$ cat src/verilog/bicubic_pkg.sv
// widths, pixel and channel types, kernel weights and rounding constants
`default_nettype none

package bicubic_pkg;

   localparam int CH_W  = 8;
   localparam int PIX_W = 3 * CH_W;

   typedef logic [CH_W-1:0] chan_t;

   // blue in the high byte, red in the low byte
   typedef struct packed {
      chan_t b;
      chan_t g;
      chan_t r;
   } pixel_t;

   localparam int WIN_N     = 4;   // window side
   localparam int ROW_SLOTS = 4;   // line store depth

   typedef logic signed [19:0] acc_t;   // holds two weighted passes

   localparam int W_OUTER = -1;
   localparam int W_INNER = 9;

   localparam int RND_1D = 8;     // weights sum to 16
   localparam int SH_1D  = 4;
   localparam int RND_2D = 128;   // 16 x 16 after two passes
   localparam int SH_2D  = 8;

endpackage

`default_nettype wire

$ cat src/verilog/window_sweeper.sv
// sweep control, clamped column reads, 4x4 window assembly, frame done
`timescale 1ns/1ps
`default_nettype none

module window_sweeper #(
   parameter int IMG_W = 320,
   parameter int IMG_H = 180,
   localparam int CW = $clog2(IMG_W),
   localparam int RW = $clog2(IMG_H + 4)
) (
   input  wire                                                  i_clk,
   input  wire                                                  i_rstn,
   input  wire [RW-1:0]                                         i_rows_done,
   input  bicubic_pkg::pixel_t [bicubic_pkg::ROW_SLOTS-1:0]     i_rd_pix,
   input  wire                                                  i_buf_idle,
   output logic [CW-1:0]                                        o_rd_col,
   output logic [RW-1:0]                                        o_center_row,
   output logic                                                 o_frame_done,
   output logic                                                 o_sweep_start,
   output bicubic_pkg::pixel_t [bicubic_pkg::WIN_N-1:0][bicubic_pkg::WIN_N-1:0] o_win,
   output logic                                                 o_win_valid
);

   localparam int CNW = $clog2(IMG_W + 3);

   logic            running;
   logic [CNW-1:0]  cnt;       // read step, column index is cnt-1
   logic [RW-1:0]   need;
   logic            start_ok;
   logic            d_ok;      // data of step 3 or later on i_rd_pix
   logic [1:0]      sel   [bicubic_pkg::WIN_N];
   logic [1:0]      sel_q [bicubic_pkg::WIN_N];
   bicubic_pkg::pixel_t [bicubic_pkg::WIN_N-1:0] col_pix;

   // rows center-1 .. center+2 must be complete, clamped at the bottom
   assign need = (int'(o_center_row) + 3 > IMG_H) ? RW'(IMG_H) : o_center_row + RW'(3);
   assign start_ok = !running && !o_frame_done && i_buf_idle && (i_rows_done >= need);

   ////////////////////////////////////////
   // clamped read indices
   ////////////////////////////////////////
   always_comb begin
      int r;
      for (int k = 0; k < bicubic_pkg::WIN_N; k++) begin
         r = int'(o_center_row) + k - 1;
         if (r < 0)
            r = 0;
         else if (r > IMG_H - 1)
            r = IMG_H - 1;
         sel[k] = 2'(r);   // slot = row mod 4
      end
   end

   always_comb begin
      if (cnt == '0)
         o_rd_col = '0;                  // left edge
      else if (cnt > CNW'(IMG_W))
         o_rd_col = CW'(IMG_W - 1);      // right edge
      else
         o_rd_col = CW'(cnt - 1'b1);
   end

   ////////////////////////////////////////
   // sweep control
   ////////////////////////////////////////
   always_ff @(posedge i_clk) begin
      if (!i_rstn) begin
         running       <= 1'b0;
         cnt           <= '0;
         o_center_row  <= '0;
         o_sweep_start <= 1'b0;
         o_frame_done  <= 1'b0;
         d_ok          <= 1'b0;
         o_win_valid   <= 1'b0;
      end else begin
         o_sweep_start <= 1'b0;
         o_frame_done  <= 1'b0;
         d_ok          <= running && (cnt >= CNW'(3));
         o_win_valid   <= d_ok;
         if (!running) begin
            if (start_ok) begin
               running       <= 1'b1;
               cnt           <= '0;
               o_sweep_start <= 1'b1;
            end
         end else if (cnt == CNW'(IMG_W + 2)) begin
            running <= 1'b0;
            if (o_center_row == RW'(IMG_H - 1)) begin
               o_center_row <= '0;
               o_frame_done <= 1'b1;   // last row pair read
            end else begin
               o_center_row <= o_center_row + 1'b1;
            end
         end else begin
            cnt <= cnt + 1'b1;
         end
      end
   end

   ////////////////////////////////////////
   // window shift register
   ////////////////////////////////////////
   // slot choice frozen for the sweep, center moves before the last read returns
   always_ff @(posedge i_clk) begin
      if (start_ok)
         sel_q <= sel;
   end

   always_comb begin
      for (int k = 0; k < bicubic_pkg::WIN_N; k++)
         col_pix[k] = i_rd_pix[sel_q[k]];
   end

   always_ff @(posedge i_clk) begin
      for (int k = 0; k < bicubic_pkg::WIN_N; k++)
         o_win[k] <= {col_pix[k], o_win[k][bicubic_pkg::WIN_N-1:1]};   // newest at col 3
   end

   a_start_idle : assert property (@(posedge i_clk) disable iff (!i_rstn)
      o_sweep_start |-> i_buf_idle);

endmodule

`default_nettype wire

$ cat config.mk
export PLATFORM = sky130hd
export DESIGN_NAME = window_sweeper
export DESIGN_NICKNAME = d
export VERILOG_FILES = /design/src/verilog/bicubic_pkg.sv /design/src/verilog/window_sweeper.sv
export SDC_FILE = /design/constraint.sdc
export NUM_CORES = 1
export LEC_CHECK = 0
export ABC_AREA = 1
export BUFFER_PORTS_ARGS = -buffer_cell sky130_fd_sc_hd__buf_2
export CAP_MARGIN = 20
export CORE_UTILIZATION = 25
export DETAILED_ROUTE_END_ITERATION = 12
export GPL_TIMING_DRIVEN = 0
export PLACE_DENSITY = 0.61
export SETUP_SLACK_MARGIN = 0.4
export SYNTH_ARGS = -nofsm -noshare
export SYNTH_HDL_FRONTEND = slang
export SYNTH_SLANG_ARGS = --single-unit
export TNS_END_PERCENT = 50
$ cat constraint.sdc
create_clock -name i_clk -period 3.35 [get_ports i_clk]
set_input_delay 0.1675 -clock i_clk [delete_from_list [all_inputs] [get_ports i_clk]]
set_output_delay 0.1675 -clock i_clk [all_outputs]
set_load 0.01 [all_outputs]
==> out/qor.txt, run 1 <==
Yosys reg bits -> 414
RR Endpoint -> o_win[94]$_DFF_P_
post-layout util -> 37.8%
fill count -> 4984
first-pass GRT wire length -> 72700 microns
status -> finished, final reports clean
Final Hold Slack -> 0.0295 ns
Worst setup startpoint -> sel_q[6]$_SDFFCE_PN0P_
Peak VDD IR -> 0.306 mV
Worst Path Required -> 3.83 ns
WP data arrival -> 3.27 ns
Core Region -> 50100 sq um
Place WS -> -0.117 ns
WS Path Type -> flop to flop
RSZ-0062 raised after global routing -> true
top cell type's share of synthesized area -> 64.3%
# setup viols final -> 0
row count -> 82
routability congestion estimate -> 0.864
RR Startpoint -> sel_q[6]$_SDFFCE_PN0P_
GRT Residual Overflow -> 0
initial antenna violation count -> 16
clock slew at reported path FFs -> 0.06 ns
Top Family by Delay on Critical Path -> buffers and inverters
Syn. warnings -> 0
I/O pin cnt -> 511
Yosys cell types -> 41
sequential area share after synthesis -> 66.2%
final instance area -> 18900 sq um
Final Slew Violations -> 0
layout cells sized above 1 -> 32.1%
Slowest-stage cell, CP -> clkbuf_1
top post-synthesis cells by area -> dfxtp_1 (64%), o21ai_0 (8.0%), nor2_1 (6.7%)
final cell count without fillers -> 2699
Clock Skew -> 0.0117 ns
CTS tree -> built
worst-path cell chain -> inv_1 -> clkbuf_1 -> clkbuf_1 -> nor2_1 -> o22ai_1 -> dlygate4sd3_1
Worst-Skew Late Latency -> 0.56 ns
Power Dens Cells -> 617 nW/um^2
Final period util -> 83.3%
Post-Syn Area -> 12600 sq um
hold depth -> 3
cell mode on critical path -> clkbuf_1
clock tree buffer depth -> 3
Worst Tran Pin Value -> 0.968 ns
vias in the first global route -> 12200
WP buf/inv -> 4
Hold Fails Final Rpt -> 0
clock sink total -> 414
DR vias -> 12700
biggest area consumer among synthesized cells -> dfxtp_1
Fin Setup TNS -> 0 ns
CTS H-tree depth -> 2
Final WS setup -> 0.560 ns
Critical Path Start Type -> flop
Critical Path End -> o_win[94]$_DFF_P_
mean number of vias per cell -> 4.71
PnR Total Power -> 11.7 mW
Post-DP Area -> 16000 sq um
post-route antenna net violation count -> 0
CTS Buf Count -> 43
dpl hpwl -> 38200 microns
Final Critical Period -> 2.79 ns
syn_nets -> 1418
WL per Instance -> 19.1 microns
worst hold path type -> input port to flop
Rel. slew slack -> 35.5%
Synth Area per Inst -> 9.76 sq um
Area Growth Syn to Fin -> 49.7%
die width -> 227 microns
total die area -> 51500 sq um
Levels on crit path -> 6
final wirelength -> 51500 microns
minimum setup slack among reg-to-reg paths -> 0.56 ns
Post-Syn Instances -> 1295
largest net degree at the start of global routing -> 16
Port Buffers -> 510
Register-to-Register Path Depth -> 6
Starting Density -> 25.3%
die outline height -> 227 microns
GRT Total Usage -> 18.7%
Critical Path Fanout Max -> 10
# Max-Cap Violations -> 0
DR pass1 iterations -> 8
DRC -> 0
DR iter-0 viols -> 1421
CP peak stage delay -> 0.63 ns
P_leak -> 8.53 nW
CTS Root Cell -> clkbuf_16
DP Cell Count -> 2477
nets@finish -> 2108
crit end category -> flop
Max Clk Rate -> 0.358 GHz
-- per-layer routing --
metal / GRT usage (%) / vias to the layer above / share of wire, %
met5: 0 / - / 0.21
met4: 7.54 / 18 / 3.3
met3: 6.17 / 191 / 11
met2: 31.3 / 880 / 47
met1: 22.0 / 5866 / 39
li1: - / 5764 / -
-- state kept, by name, summed over array words and instances, names as in the netlist --
name           count
cnt                9
d_ok               1
o_center_row       8
o_frame_done       1
o_sweep_start      1
o_win            384
o_win_valid        1
running            1
sel_q              8
-- cells by family (layout without fill, tap and decap cells) --
| logic type | count (synthesis) | count (layout) | synth area share, % |
|---|---|---|---|
| AO/OA/AOI/OAI | 335 | 335 | 14.5 |
| XOR/XNOR | 11 | 11 | 0.762 |
| adder cells (fa/ha/maj) | 16 | 16 | 1.58 |
| buffers and inverters | 125 | 848 | 3.85 |
| flip-flops | 414 | 414 | 66.2 |
| other | 0 | 9 | 0 |
| AND/OR/NAND/NOR | 394 | 394 | 13.2 |
-- cells in the mapped netlist --
master,n
inv_2,3
o21ai_2,1
a31oi_1,3
o211ai_1,1
inv_1,56
xnor2_1,1
nor4_1,1
nor4_2,1
a21boi_0,1
xor2_1,10
a2bb2oi_1,1
nand3_2,3
nor3b_1,2
a211oi_1,2
nand2_2,7
o21ai_1,1
nor3_1,7
nor2_2,3
o41ai_1,1
buf_4,2
buf_6,1
o21ai_0,201
nand4_1,9
ha_1,16
nand2_4,1
nand3b_1,2
dfxtp_1,406
or2_2,1
edfxtp_1,8
nand2_1,98
buf_1,1
buf_2,2
nor2_4,3
nand3_4,1
clkbuf_1,60
nand3_1,29
a21oi_1,24
nor2_1,226
a32oi_1,1
o2111ai_1,1
o22ai_1,97
-- timing repair --
item	4_1_cts	5_1_grt
pin swaps	2	4
hold endpoints to repair	95	0
resized for setup	13	31
buffers inserted	4	7
cloned	1	0
hold buffers	123	0
endpoints found under the setup margin	19	20
-- area by class of cell --
| cell class | instances | area (sq um) | area share, % |
|---|---|---|---|
| Sequential cell | 414 | 8380 | 44.3 |
| Timing Repair Buffer | 645 | 3880 | 20.5 |
| Multi-Input combinational cell | 756 | 3870 | 20.4 |
| Clock buffer | 59 | 1220 | 6.43 |
| Tap cell | 672 | 841 | 4.44 |
| Buffer | 66 | 285 | 1.51 |
| Inverter | 59 | 231 | 1.22 |
| Clock inverter | 19 | 200 | 1.06 |
| Antenna cell | 9 | 22.5 | 0.119 |
-- power breakdown --
part	internal, mW	total [mW]	switching [mW]
sequential	5.39	5.61	0.223
combinational	0.583	1.39	0.803
clock	2.73	4.68	1.96
total	8.70	11.7	2.98
-- worst register-to-register path: cells and delay by family (launching register included) --
| kind | cells | cell delay, ns |
|---|---|---|
| buffers and inverters | 4 | 1.91 |
| AND/OR/NAND/NOR | 1 | 0.11 |
| flip-flops | 1 | 0.48 |
| AO/OA/AOI/OAI | 1 | 0.22 |
-- cells in the final DEF, fill, tap and decap left out, types with 6 or more instances in the layout --
cell           instances
buf_4                 10
nand3_1               29
ha_1                  15
clkbuf_1              65
inv_1                 52
dfxtp_1              399
edfxtp_1               8
a21oi_1               24
diode_2                9
nor2_1               223
nand2_1               92
nor2_4                 6
dlygate4sd3_1        123
clkinvlp_4             6
o22ai_1               97
nand2_2               11
clkbuf_8               9
xor2_1                10
nand4_1                9
o21ai_0              198
buf_2                512
nor3_1                 7
clkbuf_16             43
-- worst min-delay path by stage --
stage | startpoint | endpoint | slack, ns
after CTS | i_rd_pix[41] | o_win[281]$_DFF_P_ | 0.0005
after detailed placement | o_win[321]$_DFF_P_ | o_win[297]$_DFF_P_ | 0.33
after floorplan | i_rstn | o_win_valid$_SDFF_PN0_ | 0.26
after global placement | o_win[335]$_DFF_P_ | o_win[311]$_DFF_P_ | 0.33
final | i_rd_pix[41] | o_win[281]$_DFF_P_ | 0.03
after global routing | i_rd_pix[36] | o_win[276]$_DFF_P_ | 0.01
Power figures use the tool's default switching activity.
==> run 2, diff against run 1 <==
--- a/config.mk
+++ b/config.mk
@@ -11,7 +11,7 @@
 export CORE_UTILIZATION = 25
 export DETAILED_ROUTE_END_ITERATION = 12
 export GPL_TIMING_DRIVEN = 0
-export PLACE_DENSITY = 0.61
+export PLACE_DENSITY = 0.59
 export SETUP_SLACK_MARGIN = 0.4
 export SYNTH_ARGS = -nofsm -noshare
 export SYNTH_HDL_FRONTEND = slang
==> constraint.sdc (replaced) <==
create_clock -name i_clk -period 2.8 [get_ports i_clk]
set_input_delay 0.14 -clock i_clk [delete_from_list [all_inputs] [get_ports i_clk]]
set_output_delay 0.14 -clock i_clk [all_outputs]
set_load 0.01 [all_outputs]
==> out/qor.txt, run 2 (synthesized netlist as in run 1, its figures left out) <==
# Max-Cap Violations -> 0 (unchanged)
clock slew at reported path FFs -> 0.06 ns (about the same)
routability congestion estimate -> 0.870 (+0.62%)
row count -> 82 (unchanged)
layout cells sized above 1 -> 34.0% (+2.0 points)
initial antenna violation count -> 8 (-8)
Worst Path Required -> 3.12 ns (-0.71 ns)
GRT Total Usage -> 18.6% (-0.15 points)
CP peak stage delay -> 0.36 ns (-0.27 ns)
die width -> 227 microns (unchanged)
worst hold start -> i_rd_pix[26]
Worst-Skew Late Latency -> 0.57 ns (about the same)
WL per Instance -> 19.0 microns (-0.13%)
most frequent cells in the layout -> buf_2 (512), dfxtp_1 (400), nor2_1 (222)
Final WS setup -> 0.00118 ns (-0.558 ns)
hold depth -> 3 (unchanged)
Post-DP Area -> 16100 sq um (+0.37%)
crit end category -> flop
clock power share -> 40.8% (+0.7 points)
Area Growth Syn to Fin -> 49.8%
vias in the first global route -> 11900 (-2.5%)
Core Region -> 50100 sq um (unchanged)
largest net degree at the start of global routing -> 15 (-1)
Slowest-stage cell, CP -> dfxtp_4
top flop regs -> o_win: 384 flops, cnt: 9 flops
final wirelength -> 51100 microns (-0.68%)
Critical Path Start Type -> flop
dpl hpwl -> 37900 microns (-0.74%)
RR Endpoint -> sel_q[3]$_SDFFCE_PN1P_
DR pass1 iterations -> 5 (-3)
WP data arrival -> 3.12 ns (-0.15 ns)
# setup viols final -> 0 (unchanged)
Gate power share -> 11.4% (-0.5 points)
Register-to-Register Path Depth -> 20 (+14)
hold path endpoint -> o_win[362]$_DFF_P_
CTS tree -> built
register with the most flip-flops -> o_win
worst-path cell chain -> buf_6 -> nor2_4 -> nor2_4 -> buf_6 -> nand4_1 -> nand2_2 -> nor2_4 -> inv_1 -> nand2_2 -> nand4_1 -> ha_1 -> nand2_1 -> inv_2 -> o21ai_1 -> nand2_1 -> nand2_2 -> o2111ai_4 -> nand2_4 -> clkbuf_16 -> clkinv_8
RSZ-0062 raised after global routing -> true
Worst Tran Pin Value -> 0.831 ns (-0.137 ns)
clock sink total -> 414 (unchanged)
Switching Fraction -> 25.7% (+0.19 points)
NetSw -> 3.62 mW (+21%)
Final Slew Violations -> 0 (unchanged)
P_leak -> 8.58 nW (+0.57%)
Power Dens Cells -> 742 nW/um^2 (+20%)
Port Buffers -> 510 (unchanged)
clock tree buffer depth -> 3 (unchanged)
sequential power share -> 47.8% (-0.2 points)
DR iter-0 viols -> 1059 (-25%)
Starting Density -> 25.3% (unchanged)
DRC -> 0 (unchanged)
Place WS -> -0.312 ns (-0.196 ns)
post-route antenna net violation count -> 0 (unchanged)
final instance area -> 18900 sq um (+0.12%)
WP buf/inv -> 6 (+2)
Rel. slew slack -> 44.6% (+9.1 points)
GRT Residual Overflow -> 0 (unchanged)
CTS H-tree depth -> 2 (unchanged)
total die area -> 51500 sq um (unchanged)
post-layout util -> 37.8% (+0.045 points)
first-pass GRT wire length -> 71600 microns (-1.5%)
I/O pin cnt -> 511 (unchanged)
Largest register FFs -> 384 (unchanged)
DR vias -> 12400 (-2.9%)
Peak VDD IR -> 0.456 mV (+49%)
CTS Root Cell -> clkbuf_16
CTS Buf Count -> 43 (unchanged)
Final Critical Period -> 2.80 ns (+0.00837 ns)
most common cell after layout, fill and taps aside -> buf_2
status -> finished, final reports clean
Final Hold Slack -> 0.0636 ns (+0.0341 ns)
WS Path Type -> flop to flop
minimum setup slack among reg-to-reg paths -> 0.001 ns (-0.56 ns)
Final period util -> 100% (+17 points)
die outline height -> 227 microns (unchanged)
Hold Fails Final Rpt -> 0 (unchanged)
worst hold path type -> input port to flop
nets@finish -> 2102 (-0.28%)
Clock Skew -> 0.0239 ns (+0.0122 ns)
RR Startpoint -> o_center_row[1]$_SDFFE_PN0P_
mean number of vias per cell -> 4.60 (-2.3%)
Max Clk Rate -> 0.357 GHz (-0.30%)
Top Family by Delay on Critical Path -> simple AND/OR/NAND/NOR gates
P_int -> 10.4 mW (+20%)
Critical Path Fanout Max -> 8 (-2)
## run 2: changes by cell type in the layout (fill, tap and decap cells not counted), moves of 5 or more
cell,before,now
dlygate4sd3_1,123,97
diode_2,9,1
nand3_1,29,24
nand2_1,92,87
buf_4,10,28
## run 2: per-stage QoR
stage | std cells | total power [mW] | TNS (ns)
floorplan | 1295 | 7.36 | 0
global placement | 2477 | 8.27 | -5.15
detailed placement | 2477 | 8.29 | -5.38
CTS | 2673 | 14.2 | 0
global route | 2684 | 14.6 | -2.27
finish | 2684 | 14.1 | 0
## run 2: worst max-delay path by stage
| stage | cells after the start | end | startpoint |
|---|---|---|---|
| floorplan | 20 | sel_q[0]$_SDFFCE_PN0P_ | o_center_row[0]$_SDFFE_PN0P_ |
| global placement | 19 | sel_q[1]$_SDFFCE_PN0P_ | o_center_row[3]$_SDFFE_PN0P_ |
| detailed placement | 19 | sel_q[0]$_SDFFCE_PN0P_ | o_center_row[3]$_SDFFE_PN0P_ |
| CTS | 20 | sel_q[3]$_SDFFCE_PN1P_ | o_center_row[1]$_SDFFE_PN0P_ |
| global route | 21 | cnt[5]$_SDFFE_PN0P_ | o_center_row[1]$_SDFFE_PN0P_ |
| finish | 20 | sel_q[3]$_SDFFCE_PN1P_ | o_center_row[1]$_SDFFE_PN0P_ |
## run 2: repair_timing
action,in CTS,in global routing
setup endpoints to repair,27,27
buffers inserted,21,10
hold endpoints to repair,98,0
gates cloned,1,0
gates resized for setup,34,22
pin swaps,18,24
hold buffers,97,0
## run 2: area by class of cell
class,count,area (sq um)
Multi-Input combinational cell,756,3960
Clock buffer,57,1200
Buffer,66,295
Tap cell,672,841
Timing Repair Buffer,639,3780
Antenna cell,1,2.50
Fill cell,5000,31100
Inverter,59,249
Clock inverter,20,236
Sequential cell,414,8380
## run 2: worst min-delay path, stage by stage
cell and delay [ns]:
buf_2 0.12, o21ai_0 0.16, o22ai_1 0.13
## run 2: per-layer routing
| layer | share of wire [%] | global-route usage [%] |
|---|---|---|
| met1 | 39 | 22.2 |
| met2 | 48 | 31.3 |
| met3 | 9.5 | 4.72 |
| met4 | 3.3 | 8.26 |
| met5 | 0.15 | 0 |
## run 2: power groups by stage
stage | Combinational (mW) | Sequential, mW | Clock [mW]
after floorplan | 0.313 | 7.04 | 0
after global placement | 1.43 | 6.84 | 0
after detailed placement | 1.44 | 6.86 | 0
after CTS | 1.58 | 6.73 | 5.89
after global routing | 1.72 | 6.78 | 6.13
final | 1.60 | 6.73 | 5.74
