$ cat config.mk
export PLATFORM = sky130hd
export DESIGN_NAME = bicubic_kernel
export DESIGN_NICKNAME = d
export VERILOG_FILES = /design/src/verilog/bicubic_pkg.sv /design/src/verilog/bicubic_kernel.sv
export SDC_FILE = /design/constraint.sdc
export NUM_CORES = 1
export LEC_CHECK = 0
export BUFFER_PORTS_ARGS = -buffer_cell sky130_fd_sc_hd__buf_2
export CORE_MARGIN = 2
export CORE_UTILIZATION = 60
export DETAILED_ROUTE_END_ITERATION = 6
export PLACE_DENSITY = 0.81
export SLEW_MARGIN = 25
export SYNTH_ARGS = -nofsm -noshare
export SYNTH_HDL_FRONTEND = slang
export SYNTH_SLANG_ARGS = --single-unit
$ cat constraint.sdc
create_clock -name i_clk -period 9.47 [get_ports i_clk]
set_clock_uncertainty 0.2 [all_clocks]
set_input_delay 0.947 -clock i_clk [delete_from_list [all_inputs] [get_ports i_clk]]
set_output_delay 0.947 -clock i_clk [all_outputs]
set_load 0.1 [all_outputs]
$ cat src/verilog/bicubic_pkg.sv
// widths, pixel and channel types, kernel weights and rounding constants
`default_nettype none

package bicubic_pkg;

   localparam int CH_W  = 8;
   localparam int PIX_W = 3 * CH_W;

   typedef logic [CH_W-1:0] chan_t;

   // blue in the high byte, red in the low byte
   typedef struct packed {
      chan_t b;
      chan_t g;
      chan_t r;
   } pixel_t;

   localparam int WIN_N     = 4;   // window side
   localparam int ROW_SLOTS = 4;   // line store depth

   typedef logic signed [19:0] acc_t;   // holds two weighted passes

   localparam int W_OUTER = -1;
   localparam int W_INNER = 9;

   localparam int RND_1D = 8;     // weights sum to 16
   localparam int SH_1D  = 4;
   localparam int RND_2D = 128;   // 16 x 16 after two passes
   localparam int SH_2D  = 8;

endpackage

`default_nettype wire

$ cat src/verilog/bicubic_kernel.sv
// three-stage 2x bicubic interpolation of one colour channel
`timescale 1ns/1ps
`default_nettype none

module bicubic_kernel (
   input  wire                                                        i_clk,
   input  wire                                                        i_rstn,
   input  bicubic_pkg::chan_t [bicubic_pkg::WIN_N-1:0][bicubic_pkg::WIN_N-1:0] i_win,
   input  wire                                                        i_valid,
   output bicubic_pkg::chan_t                                         o_p00,
   output bicubic_pkg::chan_t                                         o_p01,
   output bicubic_pkg::chan_t                                         o_p10,
   output bicubic_pkg::chan_t                                         o_p11,
   output logic                                                       o_valid
);

   function automatic bicubic_pkg::acc_t wsum(input bicubic_pkg::acc_t a, input bicubic_pkg::acc_t b,
                                              input bicubic_pkg::acc_t c, input bicubic_pkg::acc_t d);
      return bicubic_pkg::acc_t'(bicubic_pkg::W_OUTER * a + bicubic_pkg::W_INNER * b +
                                 bicubic_pkg::W_INNER * c + bicubic_pkg::W_OUTER * d);
   endfunction

   function automatic bicubic_pkg::chan_t sat(input bicubic_pkg::acc_t v, input int rnd,
                                              input int sh);
      bicubic_pkg::acc_t t;
      t = bicubic_pkg::acc_t'((v + rnd) >>> sh);   // floor
      if (t < 0)
         return '0;
      else if (t > 255)
         return 8'hff;
      return bicubic_pkg::chan_t'(t);
   endfunction

   bicubic_pkg::acc_t  hr  [bicubic_pkg::WIN_N];   // stage 1 row sums
   bicubic_pkg::acc_t  c1  [bicubic_pkg::WIN_N];   // stage 1 column 1
   bicubic_pkg::acc_t  v_col;
   bicubic_pkg::acc_t  v_row;
   bicubic_pkg::acc_t  h1;
   bicubic_pkg::chan_t ctr;
   logic               v1;
   logic               v2;

   always_ff @(posedge i_clk) begin
      for (int k = 0; k < bicubic_pkg::WIN_N; k++) begin
         hr[k] <= wsum(bicubic_pkg::acc_t'(i_win[k][0]), bicubic_pkg::acc_t'(i_win[k][1]),
                       bicubic_pkg::acc_t'(i_win[k][2]), bicubic_pkg::acc_t'(i_win[k][3]));
         c1[k] <= bicubic_pkg::acc_t'(i_win[k][1]);
      end
      // stage 2
      v_col <= wsum(c1[0], c1[1], c1[2], c1[3]);
      v_row <= wsum(hr[0], hr[1], hr[2], hr[3]);
      h1    <= hr[1];
      ctr   <= bicubic_pkg::chan_t'(c1[1]);
      // stage 3
      o_p00 <= ctr;
      o_p01 <= sat(h1, bicubic_pkg::RND_1D, bicubic_pkg::SH_1D);
      o_p10 <= sat(v_col, bicubic_pkg::RND_1D, bicubic_pkg::SH_1D);
      o_p11 <= sat(v_row, bicubic_pkg::RND_2D, bicubic_pkg::SH_2D);
   end

   always_ff @(posedge i_clk) begin
      if (!i_rstn) begin
         v1      <= 1'b0;
         v2      <= 1'b0;
         o_valid <= 1'b0;
      end else begin
         v1      <= i_valid;
         v2      <= v1;
         o_valid <= v2;
      end
   end

endmodule

`default_nettype wire

==> reports/qor.yml, run 1 <==
status: "completed"
syn_inst: 1650
cts_buffers: 22
crit_slowest_cell: "fa_1"
overflow: 0
yosysWarnings: 0
drive_above_1_share_pct: 11.38
start_util_pct: 60.48
num_rows: 60
final_max_slew_viol_count: 0
final_area_mm2: 0.01811
synth_fp_nets: 2232
htreeDepth: 1
cap_viol_max_count: 0
seq_area_frac_synth_pct: 25.02
worstPathRequired_ns: 9.70
dp_hpwl_mm: 29.83
cp_common_cell: "fa_1"
fin_crit_sh_pct: 53.54
syn_area_mm2: 0.01616
cts_max_path_buffers: 3
startpoint_type: "flop"
antenna_found_initial: 12
ant_nets: 0
place_area_mm2: 0.01739
drt-vias-per-instance: 5.261
drtPass1Iterations: 5
port_buffers: 163
async_flop_share_pct: 0
die-height_um: 168.1
drt-initial-drc-count: 498
route.detailed.wl_per_inst_um: 16.08
ioPinCount: 164
period_minus_slack_ns: 5.070
critPathArrivalTime_ns: 5.30
hold_violations: 0
fmax_mhz: 197.2
clock_sinks: 202
cp_cell_sequence: "inv_1 > ha_1 > fa_1 > inv_1 > fa_1 > fa_1 > inv_1 > fa_1 > ha_1 > a21oi_1 > nand2_1 > a221o_1 > a221o_1 > a211o_1 > a21oi_2 > xnor2_1"
setup_viol: 0
clock-root-buffer: "clkbuf_16"
clk_latency_ns: 0.51
hp-class: "flop to flop"
fp.dieArea_mm2: 0.02827
post_cts_buffers: 0
grtUsageTotal_pct: 25.47
synth_top_area_share_pct: 25.02
crit_type: "flop to flop"
cts.repair.resized: 0
final_net_count: 2414
crit_path_end_kind: "flop"
synthTopCellsByArea: "dfxtp_1 (25%), ha_1 (22%), fa_1 (21%), inv_1 (9.5%), xnor2_1 (4.6%)"
grt_max_degree: 15
die_x_um: 168.1
grt_pass1_vias: 11950
yosysTopAreaCell: "dfxtp_1"
max_stage_delay_ns: 0.55
n_fill_cell: 1996
placed_cells: 2149
post-route-util_pct: 67.75
final_cell_count_no_fill: 2198
synth_cell_types: 52
cts_hold_buf: 0
place_congestion: 0.9096
drt_wl_total_mm: 35.35
grt_pass1_wl_mm: 57.35
rsz0062_at_grt: "no"
core_mm2: 0.02673
critPathMaxFanout: 5
tns_ns: 0
ys_dominant_reg_cell: "dfxtp_1"
slew_headroom_pct: 46.74
synth-edff-count: 0
num_vias: 11560
clk_pin_slew_worst_paths_ns: 0.06
ys_seq_elements: 202
worst-slew-pin-transition_ns: 0.7886
drc: 0
syn_area_per_cell_um2: 9.797
cts_tree: "built"
area_growth_pct: 12.02
through the flow:
step | hold slack [ns] | setup slack [ns]
2_1_floorplan | 0.1096 | 4.669
3_3_place_gp | 0.1128 | 4.518
3_5_place_dp | 0.1121 | 4.393
4_1_cts | 0.1259 | 4.395
5_1_grt | 0.1307 | 4.162
6_report | 0.1257 | 4.400
placed cells by master, fill, tap and decap left out, drive strengths merged, types with 35 or more instances in the layout:
| cell | synthesis | layout |
|---|---|---|
| buf | 2 | 163 |
| nor2 | 43 | 43 |
| xor2 | 51 | 51 |
| o21ai | 51 | 51 |
| fa | 167 | 167 |
| dfxtp | 202 | 202 |
| ha | 284 | 284 |
| inv | 413 | 415 |
| nand2 | 43 | 43 |
| nand3 | 35 | 35 |
| xnor2 | 84 | 84 |
| a21oi | 92 | 92 |
area by class of cell:
type / instances / area [µm²] / area share, %
Tap cell: 341 / 426.7 / 2.356
Clock buffer: 28 / 624.3 / 3.448
Sequential cell: 202 / 4044 / 22.33
Inverter: 419 / 1575 / 8.700
Multi-Input combinational cell: 1024 / 10530 / 58.13
Timing Repair Buffer: 163 / 815.8 / 4.505
Antenna cell: 11 / 27.53 / 0.1520
Clock inverter: 10 / 67.56 / 0.3731
kinds of logic after synthesis:
family          after synthesis  share of synthesized area (%)
xor+xnor                    135                          7.315
flops                       202                          25.02
buf+inv                     424                          9.861
mux                           4                         0.2477
fa+ha+maj                   451                          42.67
compound gates              227                          8.406
simple gates                207                          6.487
worst paths after layout:
kind / from / end / slack, ns / cells after the start
max: hr[3][8] / v_row[18] / 4.40 / 16
min reg2reg: ctr[0] / o_p00[0] / 0.13 / 0
min: ctr[0] / o_p00[0] / 0.13 / 0
max reg2reg: hr[3][8] / v_row[18] / 4.40 / 16
synth_stat cells (all sizes together), types with 12 or more instances:
| master | number |
|---|---|
| a21oi | 92 |
| dfxtp | 202 |
| xnor2 | 84 |
| nor2 | 43 |
| nor2b | 18 |
| nand2 | 43 |
| a21o | 23 |
| fa | 167 |
| inv | 413 |
| nand3 | 35 |
| nor3 | 12 |
| ha | 284 |
| o21ai | 51 |
| xor2 | 51 |
critical path, delay by kind of cell (launching register included):
family | cells | cell delay, ns
AO/OA/AOI/OAI | 5 | 1.40
adder cells (fa/ha/maj) | 6 | 2.70
AND/OR/NAND/NOR | 1 | 0.11
flip-flops | 1 | 0.31
XOR/XNOR | 1 | 0.12
buffers and inverters | 3 | 0.15
routing by layer:
metal,share of wire (%),global-route usage [%],vias to the layer above,wire length (µm)
met5,0.079,0,-,28
met4,4.0,10.72,4,1404
met3,6.0,4.843,90,2129
met2,47,43.62,396,16520
met1,43,31.70,5456,15270
li1,-,-,5618,-
sequential cells by signal, summed over array words and instances, names as in the netlist, 8 cells and up:
register / flops
o_p10: 8
ctr: 8
h1: 17
o_p11: 8
v_row: 13
c1: 32
o_p01: 8
v_col: 17
hr: 80
o_p00: 8
Power of run 1 is not shown: default switching activity piles up to over one toggle a cycle in this logic, so the estimate is an artifact.
==> inputs of run 2 (changes only) <==
- CORE_UTILIZATION: 60 -> 55
- PLACE_DENSITY: 0.81 -> 0.78
- clock period: 9.47 -> 4.55 ns (I/O delays scaled with it)
==> run 2 against run 1 <==
The flow now finishes with violations (negative setup slack). Setup slack got worse by 4.6 ns. Count of clock-buffer cells in the layout rose by 2. Register-to-register slack got worse by 4.6 ns. Core utilization fell by 0.50 points. Final cell count rose by 5.3%. Die area rose by 8.9%. Worst hold slack got worse by 0.11 ns. Largest cell class unchanged.
==> reports/qor.yml, run 2 (synthesis gave the netlist of run 1 again) <==
whs_ns: 0.01659  # -0.1091 ns
clk_latency_ns: 0.52  # about the same
critPathMaxFanout: 3  # -2
r2r_start: "hr[3][6]"
grt_pass1_vias: 12470  # +4.3%
grtUsageTotal_pct: 24.04  # -1.4 points
fin_crit_sh_pct: 104.7  # +51 points
cts_buffers: 22  # unchanged
die-height_um: 175.4  # +4.3%
reg_top3: "hr x80, c1 x32"
grt_pass1_wl_mm: 59.30  # +3.4%
overflow: 0  # unchanged
htreeDepth: 1  # unchanged
grt_max_degree: 14  # -1
fin_ws_ns: -0.2131  # -4.613 ns
final_net_count: 2495  # +3.4%
violations: "negative setup slack"
slew_headroom_pct: 67.47  # +21 points
final_common_cell: "inv_1"
route.detailed.wl_per_inst_um: 16.14  # +0.35%
setup_viol: 5  # +5
regMostFlops: "hr"
final_area_mm2: 0.01941  # +7.2%
fp.dieArea_mm2: 0.03078  # +8.9%
n_fill_cell: 2118  # +6.1%
crit_type: "flop to flop"
antenna_found_initial: 5  # -7
drt_wl_total_mm: 37.37  # +5.7%
status: "finished with violations"
period_minus_slack_ns: 4.763  # -0.3074 ns
drc: 0  # unchanged
clock-root-buffer: "clkbuf_16"
top_usage_layer: "met2"
worstPathRequired_ns: 4.74  # -4.96 ns
die_x_um: 175.4  # +4.3%
final_cell_mix: "inv_1 (391), ha_1 (254), dfxtp_1 (189), fa_1 (163), buf_2 (163)"
final_cell_count_no_fill: 2315  # +5.3%
tns_ns: -0.7228  # -0.7228 ns
clk_pin_slew_worst_paths_ns: 0.06  # about the same
placed_cells: 2237  # +4.1%
place_congestion: 0.8915  # -2.0%
dp_hpwl_mm: 30.53  # +2.3%
startpoint_type: "flop"
hp-class: "primary input to flop"
clock_sinks: 202  # unchanged
use_met2_pct: 42.96  # -0.66 points
num_vias: 11860  # +2.5%
use_met3_pct: 3.377  # -1.5 points
cts_tree: "built"
core_mm2: 0.02886  # +8.0%
worst-slew-pin-transition_ns: 0.4860  # -0.3026 ns
crit_path_end_kind: "flop"
cp-startpoint: "hr[3][6]"
cts_max_path_buffers: 3  # unchanged
critPathArrivalTime_ns: 4.96  # -0.34 ns
num_rows: 62  # +3.3%
rsz0062_at_grt: "yes"
place_area_mm2: 0.01784  # +2.6%
drive_above_1_share_pct: 18.59  # +7.2 points
drtPass1Iterations: 4  # -1
hold_violations: 0  # unchanged
area_growth_pct: 20.06
ant_nets: 0  # unchanged
hold_start: "i_win[74]"
cap_viol_max_count: 0  # unchanged
ioPinCount: 164  # unchanged
start_util_pct: 56.01  # -4.5 points
final_max_slew_viol_count: 0  # unchanged
drt-initial-drc-count: 469  # -5.8%
drt-vias-per-instance: 5.121  # -2.7%
groute.layer.met1.usage_pct: 29.22  # -2.5 points
fmax_mhz: 209.9  # +6.5%
port_buffers: 163  # unchanged
largest_register_ffs: 80  # unchanged
run 2: changes by cell type in the layout (fill, tap and decap cells not counted), sizes merged:
cell	delta
dlygate4sd3	+30
clkinvlp	-2
inv	-2
buf	+51
diode	-6
clkbuf	+2
bufinv	+1
run 2: layout make-up:
class	count	area [µm²]	area share [%]
Antenna cell	5	12.51	0.06447
Inverter	419	1575	8.117
Clock buffer	30	631.9	3.256
Sequential cell	202	4060	20.92
Clock inverter	7	65.06	0.3352
Tap cell	384	480.5	2.476
Multi-Input combinational cell	1024	11080	57.07
Timing Repair Buffer	244	1506	7.762
run 2: critical path: stages, from the launching register on:
cell	delay (ns)
dfxtp_2	0.32
inv_2	0.04
ha_4	0.23
fa_1	0.47
fa_1	0.57
inv_2	0.04
fa_1	0.47
inv_1	0.05
fa_1	0.55
ha_4	0.21
and4_1	0.19
a221o_1	0.34
a221o_1	0.37
buf_4	0.16
buf_6	0.11
a21oi_2	0.14
a21oi_2	0.07
xnor2_1	0.12
run 2: final timing paths:
check	end	slack (ns)	cells after the start
hold / removal	c1[2][2]	0.02	2
setup reg to reg	v_row[19]	-0.21	17
hold reg to reg	o_p00[3]	0.13	0
setup / recovery	v_row[19]	-0.21	17
run 2: timing repair:
item                                    CTS  global route
gates resized for setup                  28            75
hold endpoints to repair                 30             0
buffers inserted                          2             4
hold buffers                             30             0
pin swaps                                33            56
endpoints found under the setup margin   13            45
run 2: routing by layer:
metal | wire (µm) | share of wire (%)
met1 | 15770 | 42
met2 | 18140 | 49
met3 | 1766 | 4.7
met4 | 1690 | 4.5
met5 | 0 | 0
run 2: stage by stage:
step | setup slack, ns | utilization, %
after floorplan | -0.01742 | -
after global placement | -0.1240 | 61.81
after detailed placement | -0.2294 | 61.81
after CTS | -0.1322 | 65.80
after global routing | -0.2976 | 67.21
final | -0.2131 | 67.25
Power of run 2 is left out for the same reason.
==> inputs of run 3 (changes only) <==
- ABC_AREA: default -> 1
- CORE_UTILIZATION: 55 -> 56
- PLACE_DENSITY: 0.78 -> 0.79
- REMOVE_ABC_BUFFERS: default -> 1
==> run 3 against run 2 <==
The run now ends clean. Maximum frequency up 7.8%. Non-clock buffer count down 42. Global-route usage up 1.4 points. Area after synthesis up 9.0%. Count of clock-buffer cells in the layout down 3. Critical path depth down 1. First-iteration DRC count up 33%. Sequential share of layout area down 0.96 points. Wire length up 9.7%. Highest routed layer unchanged.
==> reports/qor.yml, run 3 <==
grt_pass1_wl_mm: 67.52  # +14%
syn_area_per_cell_um2: 8.579  # -12%
cts_buffers: 22  # unchanged
fmax_mhz: 226.3  # +7.8%
start_util_pct: 57.31  # +1.3 points
synthTopCellsByArea: "dfxtp_1 (23%), ha_1 (20%), fa_1 (19%), inv_1 (11%), nand2_1 (6.6%)"
clock-root-buffer: "clkbuf_16"
synth_top_area_share_pct: 22.95  # -2.1 points
final_area_mm2: 0.02026  # +4.4%
final_max_slew_viol_count: 0  # unchanged
hp-class: "flop to flop"
fin_crit_sh_pct: 97.14  # -7.5 points
worstPathRequired_ns: 4.73  # about the same
cap_viol_max_count: 0  # unchanged
max_stage_delay_ns: 0.56  # about the same
port_buffers: 163  # unchanged
startpoint_type: "primary input"
drc: 0  # unchanged
synth_cell_types: 40  # -23%
final_common_cell: "inv_1"
place_congestion: 0.9002  # +0.98%
fp.dieArea_mm2: 0.03290  # +6.9%
seq_area_frac_synth_pct: 22.95  # -2.1 points
fin_ws_ns: 0.1301  # +0.3432 ns
crit_slowest_cell: "fa_1"
cp_cell_sequence: "dlygate4sd3_1 > buf_2 > ha_1 > ha_1 > inv_1 > fa_1 > xor2_1 > fa_1 > fa_1 > inv_1 > ha_1 > a21oi_1 > o21ai_0 > nand2_1 > o2111ai_2 > xor2_1"
ioPinCount: 164  # unchanged
antenna_found_initial: 0  # -5
ant_nets: 0  # unchanged
clk_pin_slew_worst_paths_ns: 0.06  # about the same
synth-edff-count: 0  # unchanged
status: "completed"
synth_most_common_cell: "inv_1"
final_cell_mix: "inv_1 (499), nand2_1 (310), ha_1 (278), dfxtp_1 (202), fa_1 (167)"
slew_headroom_pct: 54.97  # -13 points
drt-initial-drc-count: 623  # +33%
grt_max_degree: 16  # +2
num_rows: 64  # +3.2%
route.detailed.wl_per_inst_um: 15.25  # -5.5%
htreeDepth: 1  # unchanged
cts_max_path_buffers: 3  # unchanged
place_area_mm2: 0.01893  # +6.1%
clk_latency_ns: 0.52  # about the same
setup_viol: 0  # -5
critPathMaxFanout: 5  # +2
async_flop_share_pct: 0  # unchanged
dp_hpwl_mm: 34.08  # +12%
hold_violations: 0  # unchanged
post-route-util_pct: 65.87  # -1.4 points
overflow: 0  # unchanged
drtPass1Iterations: 5  # +1
clock_sinks: 202  # unchanged
ys_seq_elements: 202  # unchanged
crit_type: "primary input to flop"
cts_tree: "built"
regMostFlops: "hr"
ys_top_cells_by_count: "inv_1 (499), nand2_1 (312), ha_1 (284)"
num_vias: 13500  # +14%
core_mm2: 0.03075  # +6.6%
yosysWarnings: 0  # unchanged
area_growth_pct: 14.95
period_minus_slack_ns: 4.420  # -0.3432 ns
crit_family: "adder cells"
grt_pass1_vias: 13950  # +12%
drt_wl_total_mm: 40.97  # +9.7%
crit_path_end_kind: "flop"
reg_top3: "hr x80, c1 x32"
syn_area_mm2: 0.01762  # +9.0%
yosysTopAreaCell: "dfxtp_1"
drt-vias-per-instance: 5.025  # -1.9%
critPathArrivalTime_ns: 4.60  # -0.36 ns
syn_inst: 2054  # +24%
drive_above_1_share_pct: 11.96  # -6.6 points
tns_ns: 0  # +0.7228 ns
ys_dominant_reg_cell: "dfxtp_1"
die-height_um: 181.4  # +3.4%
largest_register_ffs: 80  # unchanged
final_net_count: 2857  # +15%
worst-slew-pin-transition_ns: 0.6682  # +0.1822 ns
grtUsageTotal_pct: 25.42  # +1.4 points
rsz0062_at_grt: "no"
critPathBufInv: 4  # -1
die_x_um: 181.4  # +3.4%
n_antenna_cell: 0  # -5
dp_slack_ns: 0.1175  # +0.3469 ns
[run 3: cell types whose count changed after synthesis, sizes merged, moves of 13 or more]
cell,before,now
nor2b,18,0
nor2,43,122
xnor2,84,63
nand3,35,81
nand2,43,338
o21ai,51,38
xor2,51,65
inv,413,500
[run 3: metal layers]
| layer | global-route usage (%) | part of all wire, % |
|---|---|---|
| met5 | 0 | 0 |
| met4 | 8.553 | 3.7 |
| met3 | 3.028 | 5.0 |
| met2 | 44.90 | 47 |
| met1 | 32.35 | 44 |
[run 3: cell families (layout without fill, tap and decap cells)]
family	count (synthesis)	count (layout)	synth area share, %
compound gates	193	193	6.390
simple gates	575	575	14.39
fa+ha+maj	451	451	39.14
flops	202	202	22.95
xor+xnor	128	128	6.362
buf+inv	505	742	10.78
[run 3: final timing paths]
path | from | to | slack, ns | cells past startpoint
min | ctr[2] | o_p00[2] | 0.13 | 0
min reg2reg | ctr[2] | o_p00[2] | 0.13 | 0
max reg2reg | hr[3][7] | v_row[13] | 0.21 | 16
max | i_win[41] | hr[1][11] | 0.13 | 16
[run 3: worst reg2reg max path: stages, from the launching register on]
cell and delay (ns):
dfxtp_1 0.31, inv_1 0.04, ha_1 0.30, fa_1 0.50, fa_1 0.56, inv_1 0.07, fa_1 0.51, fa_1 0.56
inv_1 0.05, ha_1 0.36, nand2_2 0.13, nor2_1 0.06, nor2_1 0.14, inv_1 0.07, a21oi_1 0.15, nand2_1 0.09
xor2_1 0.14
[run 3: area by class of cell]
cell class	instances	area, µm²
clock buffers	27	610.6
clock inverters	13	240.2
fillers	2462	10490
inverters	500	1877
multi-input cells	1347	11790
flip-flops and latches	202	4044
well taps	396	495.5
repair buffers	202	1196
[run 3: per-stage QoR]
stage | instances | hold slack (ns)
global route | 2687 | 0.1320
global placement | 2610 | 0.1110
floorplan | 2049 | 0.1096
CTS | 2685 | 0.1287
detailed placement | 2610 | 0.1128
finish | 2687 | 0.1275
[run 3: timing repair]
| action | in CTS | in global routing |
|---|---|---|
| hold buffers | 35 | 0 |
| buffers inserted | 0 | 2 |
| resized for setup | 0 | 26 |
| hold endpoints to repair | 35 | 0 |
| endpoints found under the setup margin | 0 | 23 |
Power of run 3 is left out for the same reason.
